**src/rtl/icache_pkg.sv**
```systemverilog
package icache_pkg;

    // 32 byte lines in 128 sets
    localparam int LINE_W   = 5;
    localparam int INDEX_W  = 7;
    localparam int TAG_W    = 32 - LINE_W - INDEX_W;
    localparam int WORD_W   = 3;
    localparam int NR_WORDS = 1 << WORD_W;

    // field view of a fetch address
    typedef struct packed {
        logic [TAG_W-1:0]         tag;
        logic [INDEX_W-1:0]       index;
        logic [WORD_W-1:0]        wsel;
        logic [LINE_W-WORD_W-1:0] boff;
    } fetch_fields_t;

    // flat for bus and compares, f for ram addressing
    typedef union packed {
        logic [31:0]   flat;
        fetch_fields_t f;
    } fetch_addr_u;

    typedef struct packed {
        logic        en;
        logic        no_cache;
        fetch_addr_u addr;
    } fetch_req_t;

    // read address channel payload
    typedef struct packed {
        logic [31:0] addr;
        logic [7:0]  len;
        logic [2:0]  size;
    } axi_ar_t;

    // read data channel payload
    typedef struct packed {
        logic [31:0] data;
        logic        last;
    } axi_r_t;

    // line address for refills, exact word address when uncached
    typedef struct packed {
        fetch_addr_u         addr;
        logic                no_cache;
        logic [WORD_W-1:0]   crit;
    } refill_cmd_t;

endpackage

```
**src/rtl/icache_axi_read.sv**
```systemverilog
`timescale 1ns/100ps

module icache_axi_read import icache_pkg::*; (
    input  logic              clk,
    input  logic              rst,
    input  refill_cmd_t       i_cmd,
    input  logic              i_cmd_start,
    output axi_ar_t           o_ar,
    output logic              o_arvalid,
    input  logic              i_arready,
    input  axi_r_t            i_r,
    input  logic              i_rvalid,
    output logic              o_rready,
    output logic              o_beat,
    output logic [WORD_W-1:0] o_beat_word,
    output logic [31:0]       o_beat_data,
    output logic [31:0]       o_crit_data,
    output logic              o_done
);

    logic [WORD_W-1:0] beat_cnt;
    logic [WORD_W-1:0] crit_sel;

    assign o_beat      = i_rvalid && o_rready;
    assign o_beat_word = beat_cnt;
    assign o_beat_data = i_r.data;

    always_ff @(posedge clk) begin
        if (rst) begin
            o_arvalid <= 1'b0;
            o_rready  <= 1'b0;
            o_done    <= 1'b0;
            beat_cnt  <= '0;
        end else begin
            o_done <= 1'b0;
            if (i_cmd_start) begin
                o_arvalid <= 1'b1;
                beat_cnt  <= '0;
            end else if (o_arvalid && i_arready) begin
                o_arvalid <= 1'b0;
                o_rready  <= 1'b1;
            end
            // only accepted beats advance the count
            if (o_beat) begin
                beat_cnt <= beat_cnt + 1'b1;
                if (i_r.last) begin
                    o_rready <= 1'b0;
                    o_done   <= 1'b1;
                end
            end
        end
    end

    // address payload stays put while arvalid is up
    always_ff @(posedge clk) begin
        if (i_cmd_start) begin
            o_ar.addr <= i_cmd.addr.flat;
            o_ar.len  <= i_cmd.no_cache ? 8'd0 : 8'(NR_WORDS - 1);
            o_ar.size <= 3'd2;
            crit_sel  <= i_cmd.crit;
        end
    end

    // grab the requested word as it streams past
    always_ff @(posedge clk) begin
        if (o_beat && beat_cnt == crit_sel) begin
            o_crit_data <= i_r.data;
        end
    end

endmodule

```
**config.mk**
```make
export PLATFORM = sky130hd
export DESIGN_NAME = icache_axi_read
export DESIGN_NICKNAME = d
export VERILOG_FILES = /design/src/rtl/icache_pkg.sv /design/src/rtl/icache_axi_read.sv
export SDC_FILE = /design/constraint.sdc
export NUM_CORES = 1
export LEC_CHECK = 0
export CORE_MARGIN = 3
export CORE_UTILIZATION = 42
export CTS_CLUSTER_SIZE = 25
export DETAILED_ROUTE_END_ITERATION = 10
export DONT_BUFFER_PORTS = 1
export GPL_ROUTABILITY_DRIVEN = 0
export PLACE_DENSITY_LB_ADDON = 0.05
export SYNTH_ARGS = -nofsm -noshare
export SYNTH_HDL_FRONTEND = slang
export SYNTH_SLANG_ARGS = --single-unit
```
**constraint.sdc**
```tcl
create_clock -name clk -period 12.8 [get_ports clk]
set_input_delay 2.56 -clock clk [delete_from_list [all_inputs] [get_ports clk]]
set_output_delay 2.56 -clock clk [all_outputs]
set_load 0.01 [all_outputs]
```
==> metrics.txt <==
CP startpoint kind input port; Comb pwr share 0.006; Seq cells post-synth 74; cell leakage power about 0.90 nW; DR vias 970; grt ovf 0; initial antenna violation count 0; CTS root buffer clkbuf_8; # DRC 0; Synth Area in Compound Gates 0.01568; Hold Crit Class reg -> reg; sw frac 0.1799; TNS Setup 0 ns; pwr dens approximately 180 nW/µm²; drt total wl 4274 µm; cell taking the most area after synthesis edfxtp_1; run status finished clean; max-cap viol count 0; Avg Inst Size Synth 18.55 µm²; mapped cell area 2634 µm²; WP buf/inv 1; worst-skew pair later-pin latency 0.33 ns; Seq pwr share 0.578; htree depth 3; DP Area 2449 µm²; TritonRoute pass-1 iters 4; Post-DP HPWL 3176 µm; power share of the clock group 0.416; row cnt 28; routed len/inst 21.59 µm; global-route total usage across every layer 0.1181; unrepaired setup endpoints after global routing no; Clock Path Buffers 2; Switching Power 0.08873 mW; Die H 85.19 µm; CTS Sinks 74; warnings from Yosys 0; Post-Synth Adder-Cell Area 0.004751; vias in the first global route ~1000; Gates resized, CTS repair 0; CTS Hold Bufs 0; Post-Synth Simple-Gate Area 0.02185; fmax 187.2 MHz; Die W 85.19 µm; final cycle utilization of the critical path 0.4173; number of diodes 0; synth unique cells 19; Critical Path RT 10.24 ns; peak supply drop 0.09409 mV; top cell type's share of synthesized area 0.7753; final hold vios 0; CP Class in -> out; Post-Place Worst Slack 7.462 ns; main combinational cell family by area after synthesis buffers and inverters; number of buffers created by CTS 9; first-pass GRT wire length 6030 µm; # nets final ~190; delay-heaviest family, CP buffers and inverters; Layout Skew ~0.0051 ns; vias per cell between 4 and 5; setup ws final 7.459 ns; drt initial violations 63; Initial Util 0.4396; Crit. End Element primary output; Antenna Violating Nets Remaining 0; final instance area 2681 µm²; share of cells above drive strength 1 0.1382; Finish-stage setup viols 0; FF-to-FF setup slack between 10 and 15 ns; Final min period 5.341 ns; Critical Path AT about 2.8 ns; CP max stage delay 0.14 ns; Synth area leaders edfxtp_1, buf_4, dfxtp_1, xor2_1, a21oi_1; Layout area overhead 1.805%; Top Ports 188; total power draw 0.4933 mW; CP cell instances nand2_2, inv_2; Critical-path top delay cell inv_2; sequential-to-total area share from yosys stat 0.8209; cell count after synthesis 142; Slew Limit Fails 0; CP max FO 5; internal power 0.4046 mW; CTS tree built; number of buffer cells added on primary ports 0; die area 7257 µm²; pin count of the biggest net entering global routing 38; XOR/XNOR Fraction of Synth Area 0.009976; Core ar. 5991 µm²; Post-CTS Setup Bufs 0; CTS clk-pin slew, worst paths 0.07 ns; mux cell area share after synthesis 0
## power by group through the flow
stage / combinational (mW) / clock (mW) / sequential [mW]
2_1_floorplan: 0.0157 / 0 / 0.288
3_3_place_gp: 0.00307 / 0 / 0.291
3_5_place_dp: 0.00311 / 0 / 0.291
4_1_cts: 0.00312 / 0.212 / 0.285
5_1_grt: 0.00353 / 0.225 / 0.286
6_report: 0.00317 / 0.205 / 0.285
## cell families after synthesis
family                   count (synthesis)
XOR/XNOR                                 3
buffers and inverters                   45
adder cells (fa/ha/maj)                  1
other                                    2
AND/OR/NAND/NOR                         10
flip-flops                              74
AO/OA/AOI/OAI                            7
## area by class of cell
class | count | area [µm²]
repair buffers | 1 | 7.507
fillers | 535 | 3309
clock buffers | 10 | 127.6
clock inverters | 6 | 105.1
flip-flops and latches | 74 | 2162
well taps | 75 | 93.84
multi-input cells | 29 | 173.9
inverters | 3 | 11.26
## path summary, 6_finish.rpt
| kind | depth (start not counted) | to | start |
|---|---|---|---|
| worst min register to register | 2 | o_arvalid | o_arvalid |
| worst min-delay path | 2 | o_arvalid | o_arvalid |
| worst max-delay path | 2 | o_beat | i_rvalid |
| worst max register to register | 3 | o_crit_data[2] | o_rready |
## state kept, by name (all words and copies together) (netlist names)
name,count
o_rready,1
o_ar,33
o_beat_word,3
o_crit_data,32
o_done,1
o_arvalid,1
crit_sel,3
## synthesized netlist by cell type
master    count
a21oi_1       4
conb_1        2
edfxtp_1     68
nand3_1       3
o211ai_1      1
nand2_1       1
nor3b_1       1
nand2b_1      2
a31oi_1       1
inv_1         2
nand2_2       1
nor4_1        1
xor2_1        3
or2_1         1
inv_2         1
dfxtp_1       6
a211oi_1      1
ha_1          1
buf_4        42
## through the flow
stage | instances | hold slack [ns] | util
after floorplan | 148 | 0.4993 | -
after global placement | 182 | 0.5274 | 0.4087
after detailed placement | 182 | 0.5260 | 0.4087
after CTS | 198 | 0.5375 | 0.4476
after global routing | 198 | 0.5650 | 0.4476
final | 198 | 0.5339 | 0.4476
## metal layers
metal	vias up	wire length, µm	part of all wire	global-route usage
met1	451	1371	0.32	0.1120
li1	412	-	-	-
met2	100	2221	0.52	0.1808
met5	-	0	0	0
met4	0	68	0.016	0.06475
met3	7	612	0.14	0.09320
## placed cells by master (no fill, tap or decap)
cell type   netlist  final
nand3_1           3      3
nor4_2            0      1
nand2_2           1      1
a211oi_1          1      1
a21oi_1           4      4
clkbuf_1          0      1
inv_2             1      1
inv_1             2      2
clkinvlp_4        0      1
nand2_1           1      1
o211ai_1          1      1
clkbuf_8          0      9
buf_4            42      1
bufinv_16         0      3
edfxtp_1         68     68
nor3b_1           1      1
conb_1            2      8
ha_1              1      1
clkinv_1          0      2
or2_1             1      1
nand2b_1          2      2
xor2_1            3      3
a31oi_1           1      1
dfxtp_1           6      6
(Power assumes the default switching activity.)
